$ cat config.mk
export PLATFORM = sky130hd
export DESIGN_NAME = readReturn
export DESIGN_NICKNAME = d
export VERILOG_FILES = /design/src/readReturn.sv
export SDC_FILE = /design/constraint.sdc
export NUM_CORES = 1
export LEC_CHECK = 0
export ABC_AREA = 0
export BUFFER_PORTS_ARGS = -buffer_cell sky130_fd_sc_hd__buf_4
export CORE_MARGIN = 10
export CORE_UTILIZATION = 24
export CTS_CLUSTER_SIZE = 20
export DETAILED_ROUTE_END_ITERATION = 10
export PLACE_DENSITY = 0.86
export SLEW_MARGIN = 20
export SYNTH_ARGS = -nofsm -noshare
export SYNTH_HDL_FRONTEND = slang
export SYNTH_SLANG_ARGS = --single-unit
$ cat constraint.sdc
create_clock -name clk -period 1.2 [get_ports clk]
set_input_delay 0.24 -clock clk [delete_from_list [all_inputs] [get_ports clk]]
set_output_delay 0.24 -clock clk [all_outputs]
set_load 0.05 [all_outputs]
$ cat src/readReturn.sv
`timescale 1ns/10ps
`default_nettype none

module readReturn (
	input wire clk,
	input wire rst,
	input wire done,
	input wire [3:0] lanes,
	input wire [31:0] readData,
	output logic [31:0] dataRead
);

	logic valid;

	// SRAM data lands one cycle after the issue strobe
	always_ff @(posedge clk) begin
		if (rst) begin
			valid <= 1'b0;
		end else begin
			valid <= done;
		end
	end

	// Unselected lanes and idle cycles read as all ones
	always_comb begin
		for (int lane = 0; lane < 4; lane++) begin
			if (valid && lanes[lane]) begin
				dataRead[8*lane +: 8] = readData[8*lane +: 8];
			end else begin
				dataRead[8*lane +: 8] = 8'hff;
			end
		end
	end

endmodule

`default_nettype wire

## Word level (Yosys, flattened, before mapping)

Index checks and enable logic that the tools add are counted.

| cells by class | value |
|---|---|
| reductions and logical operators | 4 |
| multiplexer cells | 4 |

Operator list:

| kind | count |
|---|---|
| two-way mux 8 bit | 4 |
| logical AND 1 bit | 4 |

| storage, ports and cells | value |
|---|---|
| bits of input ports | 39 |
| register bits | 1 |
| output and inout port bits | 32 |

## Logic depth before layout (Yosys ltp)

Gate-level depths: netlist (run 1).

| depth | value |
|---|---|
| word-level depth | 2 |
| depth in mapped cells | 2 |
| depth with buffers taken out | 1 |

## Worst setup path after synthesis (run 1)

OpenSTA, ideal clock, no wires.

| timing | value |
|---|---|
| path type | register -> output |
| from | register valid |
| to | output port dataRead[10] |
| buffers on the path | 1 |
| cell stages (with the launch flop) | 3 |
| required time | 0.960 ns |
| setup slack | 0.015 ns |
| arrival time | 0.945 ns |
| cell sequence | dfxtp_1 buf_6 nand3b_1 |

| between the ends | value |
|---|---|
| word-level cells in the longest chain between the ends | 2 |

RTL lines:

| element | RTL line | source |
|---|---|---|
| start, declared | 13 | `logic valid;` |
| start signal, assigned | 20 | `valid <= done;` |
| logical AND 1 bit | 27 | `if (valid && lanes[lane]) begin` |
| two-way mux 8 bit | 27 |  |
| end, declared | 10 | `output logic [31:0] dataRead` |

Every way passes these cells.

## Worst setup path after layout (run 1)

| timing | value |
|---|---|
| from | register valid |
| to | output port dataRead[6] |

Same word-level chain as after synthesis.

==> results of run 1 <==
## worst paths after layout
check | from | endpoint | slack (ns) | depth (start not counted)
max | valid$_SDFF_PP0_ | dataRead[6] | 0.11 | 3
min | rst | valid$_SDFF_PP0_ | 0.41 | 2
## cells in the mapped netlist
library cell / instances
nand3b_1: 32
buf_6: 3
buf_1: 2
buf_2: 2
dfxtp_1: 1
nor2b_1: 1
## area by class of cell
| cell class | count | area share (%) |
|---|---|---|
| timing repair buffer | 73 | 65.8 |
| tap | 15 | 2.25 |
| sequential | 1 | 2.40 |
| multi-input combinational | 33 | 29.6 |
## metrics by stage
stage                     utilization [%]  setup WS (ns)  hold slack [ns]
after detailed placement             65.7          0.106            0.408
after global placement               65.7          0.149            0.400
after floorplan                         -         0.0154            0.312
after CTS                            65.7          0.102            0.408
final                                65.7          0.110            0.405
after global routing                 65.7         0.0594            0.420
## worst max-delay path, delay by kind of cell (launching register included)
kind                   cells  cell delay [ns]
buffers and inverters      2             0.41
DFF                        1             0.32
and+or+nand+nor            1             0.11
## metal layers
metal | global-route usage, % | vias up
met1 | 9.09 | 236
met4 | 1.03 | 0
met5 | 0 | -
li1 | - | 281
met2 | 23.6 | 32
met3 | 5.17 | 2
## kinds of logic (layout without fill, tap and decap cells)
logic type / after synthesis / after routing / share of synthesized area (%)
buffers and inverters: 7 / 73 / 16.1
DFF: 1 / 1 / 6.30
and+or+nand+nor: 33 / 33 / 77.6
## report_power, final
group          total [W]  switching [W]  internal (W)
registers      0.0000370     0.00000118     0.0000358
clock network          0              0             0
logic           0.000303       0.000160      0.000143
==> results.json, run 1 <==
{
  "worstMarginPinSlew_ns": 0.153,
  "ir_drop_mv": 0.298,
  "initial_core_util_pct": 25.0,
  "max_slew_margin_pct": 89.8,
  "synthCells": 41,
  "cp_common_cell": "buf_4",
  "dr.pass1.iters": 4,
  "syn_area_um2": 318,
  "multi_input_area_um2": 246,
  "final_common_cell": "buf_4",
  "antenna_found_initial": 0,
  "ys_ff_latch": 1,
  "yosysWarnings": 0,
  "fin_nets": 148,
  "dp_cells": 122,
  "cts.clk_slew.worst_paths_ns": 0,
  "cts_setup_buffers": 0,
  "grtUsageTotal_pct": 11.1,
  "power.leakage_nw": 0.377,
  "drv_slew": 0,
  "hp-class": "input port to flip-flop",
  "wl_met1_um": 615,
  "ys_types": 6,
  "yosysTopAreaCell": "nand3b_1",
  "vias_per_cell": 4.52,
  "layout_common_cells": "73 x buf_4, 32 x nand3b_1, 1 x nor2b_1, 1 x dfxtp_1",
  "die_w_um": 56.4,
  "num_vias": 551,
  "period_needed_ns": 1.09,
  "fin_area_um2": 833,
  "dr.max_layer_used": "met4",
  "cap_viol_max_count": 0,
  "postPlaceCellArea_um2": 833,
  "layout-drive-gt1-share_pct": 68.2,
  "met3WireLength_um": 230,
  "rsz0062_at_grt": "no",
  "arrival_ns": 0.85,
  "drt_iter0_drc": 4,
  "place_congestion": 0.791,
  "rows": 13,
  "synth.net_count": 80,
  "largest_reg_flops": 1,
  "wl_per_cell_um": 16.1,
  "ant_nets": 0,
  "coreArea_um2": 1270,
  "met2_length_mm": 1.10,
  "cp_slowest_cell": "dfxtp_1",
  "grt_max_degree": 17,
  "drt_wl_total_mm": 1.97,
  "path_cells": "buf_4 -> nand3b_1 -> buf_4",
  "io_pins": 71,
  "drc": 0,
  "die_y_um": 56.4,
  "regArea_um2": 20.0,
  "grt-ovfl-total": 0,
  "fmax_mhz": 917,
  "powerDensity_nw_per_um2": 408,
  "start_kind": "flip-flop",
  "critPathMaxFanout": 16,
  "cp_slowest_stage_delay_ns": 0.32,
  "cts_resized": 0,
  "area_delta_synth_final_pct": 162,
  "regMostFlops": "valid",
  "die_area_um2": 3180,
  "grt_pass1_wl_mm": 3.04,
  "top_regs": "valid (1)",
  "critPathKind": "flip-flop to output port",
  "num_antenna_cells": 0,
  "cp.required_ns": 0.96,
  "synth.avg_cell_area_um2": 7.75,
  "status": "complete, no violations",
  "hold_viol": 0,
  "yosysSeqAreaShare_pct": 6.30,
  "layout.cells.non_filler": 122,
  "synth_top_area_share_pct": 75.6,
  "cts_hold_buf": 0,
  "setup_viol": 0,
  "io_buffer_count": 70,
  "fillCellCount": 134,
  "setup_tns_ns": 0,
  "power_w": 0.000340,
  "synthTopCellsByArea": "nand3b_1 76%, buf_6 11%, dfxtp_1 6.3%, buf_2 3.1%, buf_1 2.4%",
  "finalCritPeriodShare_pct": 90.8,
  "end_kind": "output port",
  "grt_pass1_vias": 588
}
No activity file was read; power rests on OpenSTA's default activity.
==> inputs of run 2 (changes only) <==
==> constraint.sdc (replaced) <==
create_clock -name clk -period 1.2 [get_ports clk]
set_input_delay 0.12 -clock clk [delete_from_list [all_inputs] [get_ports clk]]
set_output_delay 0.12 -clock clk [all_outputs]
set_load 0.05 [all_outputs]
==> run 2 against run 1 <==
Net effect:
- die area unchanged
- maximum frequency up 8.8%
- total power down 0.93%
- first-iteration DRC count down 75%
- cell count down 0.82%
- sequential power up 2%
- utilization down 0.59 points
- via count down 1.8%
- sequential share of layout area about the same
- global-route usage down 0.86 points
- wire length down 1.6%
==> results.json, run 2 (same netlist as run 1, synthesis figures left out) <==
{
  "hp-start": "rst",
  "grt_pass1_wl_mm": 2.82,
  "layout-drive-gt1-share_pct": 67.9,
  "antenna_found_initial": 0,
  "die_w_um": 56.4,
  "worstMarginPinSlew_ns": 0.145,
  "dr.pass1.iters": 2,
  "drt_wl_total_mm": 1.94,
  "area_delta_synth_final_pct": 160,
  "fillCellCount": 138,
  "powerDensity_nw_per_um2": 408,
  "initial_core_util_pct": 25.0,
  "die_area_um2": 3180,
  "cp.required_ns": 1.08,
  "critPathMaxFanout": 16,
  "hold_viol": 0,
  "dp_cells": 121,
  "whs_path_depth": 2,
  "fin_nets": 147,
  "drv_slew": 0,
  "wl_per_cell_um": 16.0,
  "rows": 13,
  "hpwl_mm": 1.78,
  "grt_max_degree": 17,
  "status": "complete, no violations",
  "finalCritPeriodShare_pct": 83.5,
  "largest_reg_flops": 1,
  "setup_viol": 0,
  "grt-ovfl-total": 0,
  "power.leakage_nw": 0.372,
  "whs_endpoint": "valid$_SDFF_PP0_",
  "die_y_um": 56.4,
  "num_antenna_cells": 0,
  "io_pins": 71,
  "layout.cells.non_filler": 121,
  "grtUsageTotal_pct": 10.3,
  "layout_common_cells": "72 x buf_4, 32 x nand3b_1, 1 x nor2b_1, 1 x dfxtp_1",
  "startpoint": "valid$_SDFF_PP0_",
  "start_kind": "flip-flop",
  "rsz0062_at_grt": "no",
  "setup_tns_ns": 0,
  "ir_drop_mv": 0.307,
  "ant_nets": 0,
  "top_regs": "valid (1)",
  "num_vias": 541,
  "cts_hold_buf": 0,
  "end_kind": "output port",
  "hp-class": "input port to flip-flop",
  "io_buffer_count": 70,
  "cap_viol_max_count": 0,
  "regMostFlops": "valid",
  "coreArea_um2": 1270,
  "cts.clk_slew.worst_paths_ns": 0,
  "place_congestion": 0.793,
  "period_needed_ns": 1.00,
  "drt_iter0_drc": 1,
  "cts_resized": 0,
  "arrival_ns": 0.88,
  "max_slew_margin_pct": 90.3,
  "fmax_mhz": 998,
  "grt_pass1_vias": 592,
  "drc": 0,
  "vias_per_cell": 4.47,
  "cts_setup_buffers": 0,
  "final_common_cell": "buf_4",
  "critPathKind": "flip-flop to output port"
}
run 2: changes by cell type in the layout (fill, tap and decap cells not counted), sizes merged:
cell	change
buf	-1
run 2: final cells by class:
cell class,instances,area [um2],area share [%]
Timing Repair Buffer,72,541,65.5
Tap cell,15,18.8,2.27
Sequential cell,1,20.0,2.42
Multi-Input combinational cell,33,246,29.8
run 2: where the power goes:
group / internal [W] / switching [W] / leakage [nW]
Combinational: 0.000141 / 0.000158 / 0.364
Sequential: 0.0000358 / 0.00000194 / 0.00834
Clock: 0 / 0 / 0
run 2: how the worst max path moves through the flow:
stage	endpoint	slack [ns]	cells past startpoint
global placement	dataRead[26]	0.21	3
global route	dataRead[26]	0.14	3
CTS	dataRead[25]	0.19	3
detailed placement	dataRead[25]	0.20	3
floorplan	dataRead[10]	0.14	2
finish	dataRead[6]	0.20	3
run 2: per-layer routing:
metal / track usage (%) / wire length (um) / vias up
met3: 3.82 / 175 / 0
li1: - / - / 278
met5: 0 / 0 / -
met1: 8.70 / 669 / 233
met2: 22.5 / 1090 / 30
met4: 0 / 0 / 0
run 2: worst max-delay path, cell delays in order, from the launching register on:
cell and delay, ns:
dfxtp_1 0.36, buf_4 0.22, nand3b_1 0.10, buf_4 0.20
run 2: per-stage QoR:
stage / hold slack, ns / utilization (%) / power, W / instance area, um2 / worst slack, ns
after detailed placement: 0.282 / 65.1 / 0.000339 / 826 / 0.195
after global routing: 0.285 / 65.1 / 0.000353 / 826 / 0.140
final: 0.278 / 65.1 / 0.000337 / 826 / 0.198
after floorplan: 0.192 / - / 0.000205 / 318 / 0.135
after CTS: 0.281 / 65.1 / 0.000339 / 826 / 0.195
after global placement: 0.281 / 65.1 / 0.000335 / 826 / 0.209
==> inputs of run 3 (changes only) <==
- CORE_ASPECT_RATIO: unset -> 0.9
- CORE_UTILIZATION: 24 -> 20
- PLACE_DENSITY: 0.86 -> 0.77
- clock period: 1.2 -> 0.9 ns (I/O delays scaled with it)
==> run 3 against run 2 <==
Net effect:
- worst setup slack worse by 0.16 ns
- utilization is 6.8 points lower
- critical path depth did not move
- global-route usage shrank 1.1 points
- final area rose by 4.5%
- total power rose by 37%
- die area rose by 13%
- via count grew 1.7%
- flip-flop and latch count is the same
- cell count rose by 5.8%
- critical endpoint is now dataRead[16]
- largest cell class unchanged
- largest power group unchanged
==> results.json, run 3 (same netlist as run 1, synthesis figures left out) <==
{
  "cap_viol_max_count": 0,
  "postPlaceCellArea_um2": 863,
  "fin_area_um2": 863,
  "dr.pass1.iters": 4,
  "powerDensity_nw_per_um2": 533,
  "critPathKind": "flip-flop to output port",
  "ant_nets": 0,
  "cts_resized": 0,
  "coreArea_um2": 1480,
  "cts_hold_buf": 0,
  "hold_viol": 0,
  "regMostFlops": "valid",
  "path_delay_family": "flip-flops",
  "grt_max_degree": 17,
  "grt_pass1_wl_mm": 2.67,
  "ir_drop_mv": 0.346,
  "start_kind": "flip-flop",
  "finalCritPeriodShare_pct": 95.6,
  "grt-ovfl-total": 0,
  "rsz0062_at_grt": "no",
  "period_needed_ns": 0.861,
  "layout.cells.non_filler": 128,
  "drv_slew": 0,
  "setup_viol": 0,
  "die_w_um": 62.0,
  "hp-start": "rst",
  "drt_iter0_drc": 8,
  "fin_nets": 147,
  "layout_common_cells": "70 x buf_4, 32 x nand3b_1, 2 x buf_12",
  "antenna_found_initial": 0,
  "layout-drive-gt1-share_pct": 68.9,
  "cts_setup_buffers": 0,
  "die_y_um": 57.8,
  "fillCellCount": 143,
  "die_area_um2": 3590,
  "setup_tns_ns": 0,
  "end_kind": "output port",
  "whs_path_depth": 2,
  "area_delta_synth_final_pct": 172,
  "hpwl_mm": 1.78,
  "power.leakage_nw": 0.380,
  "largest_reg_flops": 1,
  "vias_per_cell": 4.30,
  "cp_slowest_stage_delay_ns": 0.34,
  "drc": 0,
  "dp_cells": 128,
  "cp.required_ns": 0.81,
  "cp_slowest_cell": "dfxtp_4",
  "final_core_utilization_pct": 58.3,
  "initial_core_util_pct": 21.5,
  "fmax_mhz": 1160,
  "grt_pass1_vias": 530,
  "status": "complete, no violations",
  "hp-class": "input port to flip-flop",
  "whs_endpoint": "valid$_SDFF_PP0_",
  "max_slew_margin_pct": 89.7,
  "top_regs": "valid (1)",
  "worstMarginPinSlew_ns": 0.155,
  "cts.clk_slew.worst_paths_ns": 0,
  "rows": 13,
  "place_congestion": 0.637,
  "critPathMaxFanout": 16,
  "wl_per_cell_um": 15.3,
  "arrival_ns": 0.77,
  "drt_wl_total_mm": 1.96,
  "io_pins": 71,
  "holdWs_ns": 0.240,
  "final_common_cell": "buf_4",
  "num_antenna_cells": 0,
  "grtUsageTotal_pct": 9.18,
  "cp_num_buf_inv": 2,
  "num_vias": 550,
  "path_cells": "buf_12 -> nand3b_1 -> buf_4",
  "io_buffer_count": 70
}
[run 3: layout make-up]
| cell class | instances | area (um2) | area share (%) |
|---|---|---|---|
| Multi-Input combinational cell | 33 | 246 | 28.6 |
| Timing Repair Buffer | 72 | 566 | 65.5 |
| Tap cell | 22 | 27.5 | 3.19 |
| Sequential cell | 1 | 23.8 | 2.75 |
[run 3: how the worst max path moves through the flow]
stage,slack (ns),startpoint,end,cells past startpoint
4_1_cts,0.04,valid$_SDFF_PP0_,dataRead[22],3
2_1_floorplan,-0.07,valid$_SDFF_PP0_,dataRead[0],2
5_1_grt,0.005,valid$_SDFF_PP0_,dataRead[15],3
6_report,0.04,valid$_SDFF_PP0_,dataRead[16],3
3_3_place_gp,0.04,valid$_SDFF_PP0_,dataRead[2],3
3_5_place_dp,0.04,valid$_SDFF_PP0_,dataRead[22],3
[run 3: per-layer routing]
layer | vias up | part of all wire [%] | global-route usage, %
met1 | 248 | 30 | 7.78
met2 | 24 | 58 | 20.2
met5 | - | 0 | 0
li1 | 278 | - | -
met4 | 0 | 0 | 0
met3 | 0 | 12 | 2.83
[run 3: through the flow]
stage	total power, W	worst slack, ns
2_1_floorplan	0.000273	-0.0650
3_3_place_gp	0.000458	0.0401
6_report	0.000460	0.0394
3_5_place_dp	0.000463	0.0362
4_1_cts	0.000464	0.0361
5_1_grt	0.000483	0.00470
[run 3: power breakdown]
group / total, W / internal, W / switching, W
registers: 0.0000501 / 0.0000465 / 0.00000360
logic: 0.000410 / 0.000200 / 0.000211
clock network: 0 / 0 / 0
