**src/memPkg.sv**
```systemverilog
`default_nettype none

package memPkg;

	// Requester byte address width
	localparam int AddressSize = 24;

	// SRAM word index width, 512 words of 32 bits
	localparam int SramAddressSize = 9;

	// One requester's request as driven from outside
	typedef struct packed {
		logic [AddressSize-1:0] address;
		logic [3:0] byteSelect;
		logic enable;
		logic writeEnable;
		logic [31:0] dataWrite;
	} memRequest_t;

	// Request after range and alignment check
	typedef struct packed {
		logic [SramAddressSize-1:0] wordAddress;
		logic readHit;
		logic writeHit;
		logic [3:0] byteSelect;
		logic [31:0] dataWrite;
	} decodedRequest_t;

	// Read/write port command
	typedef struct packed {
		logic select;
		logic writeEnable;
		logic [SramAddressSize-1:0] address;
		logic [3:0] writeMask;
		logic [31:0] dataWrite;
	} sramRwCmd_t;

	// Read-only port command
	typedef struct packed {
		logic select;
		logic [SramAddressSize-1:0] address;
	} sramRCmd_t;

	typedef enum logic {
		OwnerPrimary = 1'b0,
		OwnerSecondary = 1'b1
	} owner_t;

endpackage

`default_nettype wire

```
**src/portArbiter.sv**
```systemverilog
`timescale 1ns/10ps
`default_nettype none

module portArbiter import memPkg::*; (
	input wire clk,
	input wire rst,
	input wire decodedRequest_t primary,
	input wire decodedRequest_t secondary,
	output sramRwCmd_t rwCmd,
	output sramRCmd_t rCmd,
	output logic primaryBusy,
	output logic secondaryBusy,
	output logic primaryDone,
	output logic secondaryDone,
	output logic [3:0] primaryLanes,
	output logic [3:0] secondaryLanes
);

	owner_t owner;
	logic secondaryActive;
	logic rwSelect;
	logic rwComplete;
	logic rSelect;
	logic primaryReadDone;
	logic primaryWriteDone;
	logic secondaryAccessDone;
	logic secondaryReadIssue;

	assign secondaryActive = secondary.readHit || secondary.writeHit;

	// Port is live whenever its current owner wants it
	assign rwSelect = (owner == OwnerSecondary) ? secondaryActive : primary.writeHit;

	// Owner's access finishes in the cycle its done flag is up
	assign rwComplete = (owner == OwnerSecondary) ? secondaryAccessDone : primaryWriteDone;

	// Primary reads never wait, one issue per request
	assign rSelect = primary.readHit && !primaryReadDone;

	assign secondaryReadIssue = rwSelect && owner == OwnerSecondary
		&& !secondary.writeHit && !secondaryAccessDone;

	// Owner may only move when the port is idle or its access just finished
	always_ff @(posedge clk) begin
		if (rst) begin
			owner <= OwnerPrimary;
		end else if (!rwSelect || rwComplete) begin
			if (primary.writeHit) begin
				owner <= OwnerPrimary;
			end else if (secondaryActive) begin
				owner <= OwnerSecondary;
			end
		end
	end

	// Done flags pulse for one cycle so a back-to-back request starts fresh
	always_ff @(posedge clk) begin
		if (rst) begin
			primaryReadDone <= 1'b0;
			primaryWriteDone <= 1'b0;
			secondaryAccessDone <= 1'b0;
		end else begin
			primaryReadDone <= rSelect;
			primaryWriteDone <= rwSelect && owner == OwnerPrimary && !primaryWriteDone;
			secondaryAccessDone <= rwSelect && owner == OwnerSecondary && !secondaryAccessDone;
		end
	end

	// Byte selects of the read in flight
	always_ff @(posedge clk) begin
		if (rSelect) begin
			primaryLanes <= primary.byteSelect;
		end
		if (secondaryReadIssue) begin
			secondaryLanes <= secondary.byteSelect;
		end
	end

	// Read/write port mux by owner
	always_comb begin
		rwCmd.select = rwSelect;
		if (owner == OwnerSecondary) begin
			rwCmd.writeEnable = secondary.writeHit;
			rwCmd.address = secondary.wordAddress;
			rwCmd.writeMask = secondary.byteSelect;
			rwCmd.dataWrite = secondary.dataWrite;
		end else begin
			rwCmd.writeEnable = primary.writeHit;
			rwCmd.address = primary.wordAddress;
			rwCmd.writeMask = primary.byteSelect;
			rwCmd.dataWrite = primary.dataWrite;
		end
	end

	assign rCmd = '{select: rSelect, address: primary.wordAddress};

	// Waiting for the port, or on it but not finished yet
	assign primaryBusy = primary.writeHit && (owner != OwnerPrimary || !primaryWriteDone);
	assign secondaryBusy = secondaryActive
		&& (owner != OwnerSecondary || !secondaryAccessDone);

	// Read issue strobes, data follows one cycle later
	assign primaryDone = rSelect;
	assign secondaryDone = secondaryReadIssue;

endmodule

`default_nettype wire

```
**config.mk**
```make
export PLATFORM = sky130hd
export DESIGN_NAME = portArbiter
export DESIGN_NICKNAME = d
export VERILOG_FILES = /design/src/memPkg.sv /design/src/portArbiter.sv
export SDC_FILE = /design/constraint.sdc
export NUM_CORES = 1
export LEC_CHECK = 0
export BUFFER_PORTS_ARGS = -buffer_cell sky130_fd_sc_hd__buf_4
export CORE_AREA = 2 2 63 65
export CTS_CLUSTER_SIZE = 12
export DETAILED_ROUTE_END_ITERATION = 12
export DIE_AREA = 0 0 65 67
export PLACE_DENSITY = 0.83
export SLEW_MARGIN = 25
export SYNTH_ARGS = -nofsm -noshare
export SYNTH_HDL_FRONTEND = slang
export SYNTH_SLANG_ARGS = --single-unit
```
**constraint.sdc**
```tcl
create_clock -name clk -period 4.47 [get_ports clk]
set_input_delay 1.1175 -clock clk [delete_from_list [all_inputs] [get_ports clk]]
set_output_delay 1.1175 -clock clk [all_outputs]
set_load 0.01 [all_outputs]
```
# Word-level counts from Yosys, hierarchy flattened
# Cells that the tools add are included.
# W data, S select, Z words.
# word_totals
reg_bits	12
out_inout_bits	69
word_cells	32
# classes
muxes	5
bitwise	1
n_reduce_logical	20
# op_table
operator	count
$mux W46	1
$logic_and A1 B1 Y1	9
$logic_not A1 Y1	5
$logic_or A1 B1 Y1	4
$mux W1	4
$reduce_and A2 Y1	1
$reduce_bool A2 Y1	1
$not A1 Y1	1

# Longest topological paths before layout
# Gate-level depths: netlist of the first run.
# depth
depth_word	5
depth_mapped	5
ltp_nobuf	2

# Worst setup path before layout of the first run
# Ideal clock, no wire load.
# synth_path
path_type	input-to-output
startpoint	input secondary[36] (netlist bit)
endpoint	output secondaryDone
t_arrival_ns	1.966
t_required_ns	3.353
setup_slack_ns	1.387
stages	1
path_cell_list	nor4b_1
# synth_via
elab_chain_len	5
word_cells_on_any_way	6
# synth_rtl
item	line_no	rtl
start: declaration	portArbiter.sv:8	input wire decodedRequest_t secondary,
$logic_or A1 B1 Y1	portArbiter.sv:29	assign secondaryActive = secondary.readHit || secondary.writeHit;
$mux W1	portArbiter.sv:32	assign rwSelect = (owner == OwnerSecondary) ? secondaryActive : primary.writeHit;
$logic_and A1 B1 Y1	portArbiter.sv:40	assign secondaryReadIssue = rwSelect && owner == OwnerSecondary
$logic_and A1 B1 Y1 * (2 in series)	portArbiter.sv:41	&& !secondary.writeHit && !secondaryAccessDone;
end: declaration	portArbiter.sv:14	output logic secondaryDone,
# Every way passes the cells marked *; elsewhere a longest branch is shown, timed or not.

==> flow_summary.json, run 1 <==
{
  "ys_top_cells_by_area": "mux2_2, edfxtp_1, buf_4, dfxtp_1, nor2b_1",
  "io-pin-count": 165,
  "die_h_um": 67,
  "clockBufferDepth": 2,
  "drive_gt1_frac": 0.893,
  "cts-resized-gates": 0,
  "nets": 341,
  "viasPerCell": 4.34,
  "port_buffers": 164,
  "critPathMaxFanout": 7,
  "dp_hpwl_mm": 3.65,
  "worstSetupPathType": "in -> out",
  "max_freq_mhz": 334,
  "wl_per_cell_um": 14.1,
  "drv_cap": 0,
  "p_per_area_mw_per_mm2": 200,
  "final_hold_viol_count": 0,
  "syn_inst": 91,
  "syn_area_mm2": 0.00107,
  "synth_fp_nets": 187,
  "fin_crit_ps": 3000,
  "ys.flop_type": "edfxtp_1",
  "hp-start": "primaryWriteDone",
  "cp-startpoint": "primary[37]",
  "place.gp.congestion": 0.787,
  "wl_mm": 4.11,
  "synthSimpleGateAreaFrac": 0.0618,
  "power.total_uw": 457,
  "synth_common_cells": "mux2_2, buf_4, edfxtp_1",
  "grt_usage": 0.169,
  "syn_area_per_cell_um2": 11.8,
  "grt_max_degree": 30,
  "cp-start-kind": "input pin",
  "crit_path_end_kind": "output port",
  "numCtsBuffers": 3,
  "fin_setup_tns_ps": 0,
  "dr_wl_met2_mm": 2.37,
  "synth.area.mux_share": 0.473,
  "period_share": 0.670,
  "max_slew.worst_pin.slew_ps": 563,
  "antenna_found_initial": 0,
  "synth_top_family_by_area": "multiplexers",
  "cts_root_buffer": "clkbuf_8",
  "yosysTopAreaCell": "mux2_2",
  "critPathSlowestCell": "nor2b_1",
  "clock_sinks": 12,
  "postCtsSetupBuffers": 0,
  "cellLeakagePower_nw": 1.13,
  "clkLatencyLatePin_ps": 240,
  "max_stage_delay_ps": 460,
  "cts_tree": "done",
  "finalWorstSetupSlack_ps": 1470,
  "critPathTopFamily": "simple AND/OR/NAND/NOR gates",
  "grt_pass1_wl_mm": 5.74,
  "path_clk_slew_ps": 50,
  "peakVddDrop_uv": 107,
  "yosysMostFrequentCell": "mux2_2",
  "core-area_mm2": 0.00361,
  "start_util": 0.297,
  "max_slew_margin": 0.624,
  "critPathBufInv": 2,
  "finalMaxSlewViolations": 0,
  "crit_path_cell_trace": "buf_4 -> nor2b_1 -> buf_4",
  "die_w_um": 65,
  "status": "complete, no violations",
  "drt-initial-drc-count": 32,
  "crit_required_ps": 3350,
  "arrival_ps": 1880,
  "grt_pass1_vias": 1250,
  "dp_slack_ps": 1480,
  "r2r_start": "owner",
  "synthArstFlopShare": 0,
  "clock_skew_ps": 6.07,
  "drc": 0,
  "drtAntennaViolNets": 0,
  "hold_class": "reg -> reg",
  "drt_pass1_iterations": 4,
  "row_count": 22,
  "die_area_mm2": 0.00436,
  "antenna_cells": 0,
  "htree_levels": 1,
  "holdBufCountCts": 0,
  "synth_xor_xnor_area_share": 0,
  "vias": 1266,
  "synth_seq_cells": 12,
  "synth-compound-area-share": 0.0373,
  "grt_overflow": 0,
  "ys_warn_count": 0,
  "areaGrowthSynthToFinish_pct": 114,
  "finalSetupViolCount": 0,
  "cp_common_cell": "buf_4",
  "wl_met1_mm": 1.44,
  "synth_top_area_share": 0.473,
  "synth_adder_area_share": 0,
  "synth_seq_area_share": 0.299,
  "synth_edf_count": 8,
  "top_layer": "met3",
  "synth.distinct_cells": 19,
  "wl_met3_um": 305,
  "rsz0062_at_grt": "false"
}
==> through the flow <==
step / hold slack, ps / area [um^2] / util / cells
floorplan: 393 / 1070 / - / 91
global placement: 409 / 2240 / 0.622 / 288
detailed placement: 415 / 2240 / 0.622 / 288
CTS: 423 / 2290 / 0.635 / 292
global route: 444 / 2290 / 0.635 / 292
finish: 417 / 2290 / 0.635 / 292
==> power breakdown <==
group / switching [mW] / internal, mW / leakage, nW
Combinational: 0.0806 / 0.148 / 0.999
Sequential: 0.00679 / 0.124 / 0.108
Clock: 0.0364 / 0.0603 / 0.0231
Total: 0.124 / 0.333 / 1.13
==> final cells by class <==
type | count | area (um^2)
inverters | 1 | 3.75
fillers | 310 | 1320
clock inverters | 1 | 3.75
flip-flops and latches | 12 | 322
well taps | 48 | 60.1
repair buffers | 166 | 1250
multi-input cells | 61 | 613
clock buffers | 3 | 41.3
==> cells in the final DEF (no fill, tap or decap), drive strengths merged <==
cell type	count
o21ai	1
clkinv	1
a21oi	1
edfxtp	8
o21bai	1
nor4b	1
nor2	1
clkbuf	3
nor2b	3
buf	166
nand2	2
mux2	45
nor3	2
nand2b	1
nor4	1
dfxtp	4
a2111oi	1
a21boi	1
inv	1
==> worst register-to-register path, cell delays in order, from the launching register on <==
cell,delay [ps]
dfxtp_2,640
inv_2,100
nor4b_1,340
buf_4,200
==> worst paths after layout <==
path | endpoint | slack [ps] | cells past startpoint
worst max-delay path | rCmd[9] | 1470 | 3
worst min-delay path | primaryWriteDone | 420 | 1
worst max register to register | secondaryLanes[2] | 2890 | 3
worst min register to register | primaryWriteDone | 420 | 1
==> routing by layer <==
layer | GRT usage | vias up
li1 | - | 634
met1 | 0.193 | 568
met2 | 0.321 | 64
met3 | 0.0405 | 0
met4 | 0.0239 | 0
met5 | 0 | -
==> cells by family after synthesis <==
kind of cell	count (synthesis)
mux	45
buf+inv	18
flops	12
simple gates	11
compound gates	5
==> state kept, by name (all words and copies together) (netlist names) <==
signal	cells
primaryWriteDone	1
secondaryAccessDone	1
secondaryLanes	4
primaryLanes	4
primaryReadDone	1
owner	1
No activity file was read; power rests on OpenSTA's default activity.
==> run 2, diff against run 1 <==
CORE_AREA = default   (was 2 2 63 65)
CORE_MARGIN = 1.5   (was default)
CORE_UTILIZATION = 26   (was default)
DIE_AREA = default   (was 0 0 65 67)
PLACE_DENSITY = 0.78   (was 0.83)
clock period = 2.5 ns   (was 4.47 ns; I/O delays follow)
==> flow_summary.json, run 2 (synthesis gave the netlist of run 1 again) <==
{
  "hold_class": "reg -> reg",
  "vias": 1294,
  "status": "complete, no violations",
  "start_util": 0.270,
  "worstSetupPathType": "reg -> out",
  "final_core_util": 0.581,
  "period_share": 0.827,
  "peakVddDrop_uv": 148,
  "drc": 0,
  "drv_cap": 0,
  "r2r_cells": 3,
  "clkLatencyLatePin_ps": 230,
  "grt_pass1_vias": 1262,
  "numCtsBuffers": 3,
  "final_common_cell": "buf_4",
  "wl_per_cell_um": 14.4,
  "final_hold_viol_count": 0,
  "crit_required_ps": 1880,
  "drt_pass1_iterations": 2,
  "grt_pass1_wl_mm": 5.86,
  "drt-initial-drc-count": 45,
  "place.gp.congestion": 0.789,
  "clockBufferDepth": 2,
  "cp-start-kind": "register",
  "max_freq_mhz": 483,
  "grt_max_degree": 29,
  "antenna_found_initial": 0,
  "cp_common_cell": "buf_4",
  "fin_setup_tns_ps": 0,
  "max_slew_margin": 0.778,
  "crit_path_cell_trace": "buf_4 -> mux2_2 -> buf_4",
  "cts-resized-gates": 0,
  "layout_common_cells": "buf_4, mux2_2, edfxtp_1",
  "finalSetupViolCount": 0,
  "holdBufCountCts": 0,
  "core-area_mm2": 0.00397,
  "row_count": 23,
  "clock_skew_ps": 1.43,
  "top_regs": "primaryLanes x4, secondaryLanes x4",
  "die_h_um": 67.2,
  "die_w_um": 67.2,
  "clock_sinks": 12,
  "drtAntennaViolNets": 0,
  "max_slew.worst_pin.slew_ps": 329,
  "antenna_cells": 0,
  "hold_depth": 1,
  "critPathSlowestCell": "mux2_2",
  "power.total_uw": 823,
  "critPathMaxFanout": 28,
  "nets": 343,
  "dp_hpwl_mm": 3.72,
  "wl_mm": 4.28,
  "crit_path_end_kind": "output port",
  "path_clk_slew_ps": 50,
  "viasPerCell": 4.37,
  "arrival_ps": 1440,
  "grt_overflow": 0,
  "cellLeakagePower_nw": 1.14,
  "fin_crit_ps": 2070,
  "rsz0062_at_grt": "false",
  "htree_levels": 1,
  "cts_tree": "done",
  "p_per_area_mw_per_mm2": 356,
  "drive_gt1_frac": 0.894,
  "finalMaxSlewViolations": 0,
  "cts_root_buffer": "clkbuf_8",
  "areaGrowthSynthToFinish_pct": 115,
  "die_area_mm2": 0.00452,
  "max_stage_delay_ps": 390,
  "postCtsSetupBuffers": 0,
  "port_buffers": 164,
  "grt_usage": 0.171,
  "io-pin-count": 165
}
[run 2: changes by cell type in the layout (fill, tap and decap cells not counted), sizes merged]
cell  change
buf       +2
[run 2: through the flow]
step                hold slack, ps  cells  cell area (um^2)  setup WS [ps]
floorplan                      393     91              1070            402
global placement               406    292              2260            476
detailed placement             418    292              2260            483
CTS                            425    296              2310            413
global route                   460    296              2310            383
finish                         424    296              2310            431
[run 2: critical path: cells and delay by family (launching register included)]
kind / cells / cell delay [ps]
muxes: 1 / 390
buffers and inverters: 2 / 470
DFF: 1 / 340
[run 2: path summary, 6_finish.rpt]
kind                    startpoint          endpoint  slack, ps
hold reg to reg   primaryWriteDone  primaryWriteDone        420
hold / removal    primaryWriteDone  primaryWriteDone        420
setup / recovery             owner         rwCmd[13]        430
setup reg to reg             owner             owner       1250
[run 2: area by class of cell]
type | instances | area [um^2]
fillers | 345 | 1660
repair buffers | 168 | 1260
multi-input cells | 61 | 613
flip-flops and latches | 12 | 322
well taps | 50 | 62.6
clock buffers | 3 | 41.3
clock inverters | 1 | 3.75
inverters | 1 | 3.75
[run 2: report_power, final]
part / internal (mW) / switching (mW)
sequential: 0.222 / 0.00366
clock: 0.108 / 0.0651
combinational: 0.268 / 0.155
[run 2: metal layers]
metal | vias up | track usage | part of all wire
met5 | - | 0 | 0
met2 | 69 | 0.312 | 0.55
li1 | 633 | - | -
met4 | 0 | 0.0510 | 0.016
met1 | 586 | 0.187 | 0.35
met3 | 6 | 0.0567 | 0.089
==> run 3, diff against run 2 <==
ABC_AREA = 1   (was default)
CORE_UTILIZATION = 29   (was 26)
PLACE_DENSITY = 0.83   (was 0.78)
clock period = 2.07 ns   (was 2.5 ns; I/O delays follow)
==> flow_summary.json, run 3 <==
{
  "drtAntennaViolNets": 0,
  "grt_usage": 0.216,
  "critPathSlowestCell": "dfxtp_1",
  "wl_mm": 4.42,
  "crit_path_end_kind": "output port",
  "critPathMaxFanout": 23,
  "drt_pass1_iterations": 4,
  "max_freq_mhz": 556,
  "areaGrowthSynthToFinish_pct": 117,
  "synth-compound-area-share": 0.0304,
  "yosysMostFrequentCell": "nand2_1",
  "die_area_mm2": 0.00407,
  "finalSetupViolCount": 0,
  "ys.flop_type": "edfxtp_1",
  "cts-resized-gates": 0,
  "numCtsBuffers": 3,
  "holdBufCountCts": 0,
  "drt-initial-drc-count": 57,
  "comb_power_share": 0.534,
  "p_per_area_mw_per_mm2": 440,
  "drc": 0,
  "ys_warn_count": 0,
  "dp_hpwl_mm": 3.69,
  "cp.depth": 4,
  "critPathBufInv": 2,
  "grt_overflow": 0,
  "cp-start-kind": "register",
  "antenna_found_initial": 0,
  "yosysTopAreaCell": "nand2_1",
  "port_buffers": 164,
  "die_w_um": 63.8,
  "synth_fp_nets": 288,
  "fillCellCount": 294,
  "synth.area.mux_share": 0,
  "grt_pass1_wl_mm": 7.07,
  "syn_area_per_cell_um2": 5.58,
  "clock_skew_ps": 1.25,
  "crit_required_ps": 1550,
  "power.share.clock": 0.198,
  "cp_common_cell": "buf_4",
  "arrival_ps": 1280,
  "syn_area_mm2": 0.00107,
  "max_slew_margin": 0.830,
  "wl_per_cell_um": 11.3,
  "drive_gt1_frac": 0.506,
  "synthArstFlopShare": 0,
  "dpl_cell_area_mm2": 0.00228,
  "synth.distinct_cells": 15,
  "fin_setup_tns_ps": 0,
  "ys_top_cells_by_area": "nand2_1, edfxtp_1, buf_4, dfxtp_1, buf_2",
  "synthSimpleGateAreaFrac": 0.529,
  "core-area_mm2": 0.00344,
  "vias": 1684,
  "cts_root_buffer": "clkbuf_8",
  "hold_class": "reg -> reg",
  "ff2ff_setup_slack_ps": 720,
  "clock_sinks": 12,
  "postCtsSetupBuffers": 0,
  "r2r_cells": 4,
  "row_count": 21,
  "viasPerCell": 4.32,
  "reg2reg_to": "secondaryLanes[1]",
  "r2r_start": "owner",
  "drv_cap": 0,
  "status": "complete, no violations",
  "fin_area_mm2": 0.00232,
  "io-pin-count": 165,
  "nets": 442,
  "cp-startpoint": "owner",
  "syn_inst": 192,
  "fin_crit_ps": 1800,
  "critPathTopFamily": "buffers and inverters",
  "clkLatencyLatePin_ps": 230,
  "synth_common_cells": "nand2_1, buf_4, edfxtp_1",
  "max_slew.worst_pin.slew_ps": 254,
  "cellLeakagePower_nw": 1.40,
  "crit_path_cell_trace": "buf_4 -> nand3b_1 -> nor2_1 -> buf_4",
  "worstSetupPathType": "reg -> out",
  "start_util": 0.311,
  "synth_edf_count": 8,
  "p_int_uw": 702,
  "clockBufferDepth": 2,
  "period_share": 0.870,
  "max_stage_delay_ps": 350,
  "top_regs": "primaryLanes x4, secondaryLanes x4",
  "crit_end": "secondaryDone",
  "htree_levels": 1,
  "layout_common_cells": "buf_4, nand2_1, edfxtp_1",
  "path_clk_slew_ps": 50,
  "sequentialPowerShare": 0.268,
  "grt_max_degree": 28,
  "hold_depth": 1,
  "synth_seq_area_share": 0.299,
  "cts_tree": "done",
  "final_common_cell": "buf_4",
  "final_hold_viol_count": 0,
  "rsz0062_at_grt": "false",
  "synth_top_family_by_area": "simple AND/OR/NAND/NOR gates",
  "grt_pass1_vias": 1660,
  "place.gp.congestion": 0.782,
  "die_h_um": 63.8,
  "synth_seq_cells": 12,
  "synth_adder_area_share": 0,
  "p_sw_frac": 0.313,
  "power.switching_uw": 320,
  "synth_xor_xnor_area_share": 0,
  "finalMaxSlewViolations": 0,
  "synth_top_area_share": 0.494,
  "antenna_cells": 0,
  "peakVddDrop_uv": 246
}
## run 3: how the worst min path moves through the flow
stage,startpoint,end,slack [ps]
after detailed placement,primaryReadDone,primaryReadDone,420
after global routing,primaryReadDone,primaryReadDone,440
after floorplan,primaryReadDone,primaryReadDone,400
final,primaryReadDone,primaryReadDone,420
after CTS,primaryReadDone,primaryReadDone,420
after global placement,primaryReadDone,primaryReadDone,410
## run 3: power by group through the flow
stage	clock [mW]	combinational, mW	sequential, mW
6_report	0.202	0.545	0.274
4_1_cts	0.207	0.551	0.274
3_3_place_gp	0	0.543	0.278
3_5_place_dp	0	0.549	0.279
2_1_floorplan	0	0.215	0.282
5_1_grt	0.217	0.601	0.275
## run 3: kinds of logic (layout without fill, tap and decap cells)
| logic type | Yosys count | after routing |
|---|---|---|
| and+or+nand+nor | 149 | 149 |
| buffers and inverters | 25 | 177 |
| DFF | 12 | 12 |
| AOI/OAI and AO/OA | 6 | 6 |
## run 3: layout make-up
| class | instances | area (um^2) | share of cell area |
|---|---|---|---|
| Tap cell | 46 | 57.6 | 0.0248 |
| Inverter | 4 | 15.0 | 0.00647 |
| Sequential cell | 12 | 320 | 0.138 |
| Timing Repair Buffer | 170 | 1290 | 0.555 |
| Clock buffer | 3 | 41.3 | 0.0178 |
| Multi-Input combinational cell | 155 | 599 | 0.258 |
## run 3: stage by stage
step,utilization,setup slack (ps),hold slack (ps),power [mW],std cells
after detailed placement,0.663,415,415,0.827,387
after floorplan,-,443,399,0.497,192
after CTS,0.675,259,422,1.03,390
after global placement,0.663,467,405,0.821,387
final,0.675,270,421,1.02,390
after global routing,0.675,167,443,1.09,390
## run 3: routing by layer
| metal | vias to the layer above | GRT usage | routed length, um |
|---|---|---|---|
| li1 | 874 | - | - |
| met1 | 727 | 0.232 | 1670 |
| met2 | 79 | 0.421 | 2430 |
| met3 | 4 | 0.0581 | 278 |
| met4 | 0 | 0.0353 | 35 |
| met5 | - | 0 | 0 |
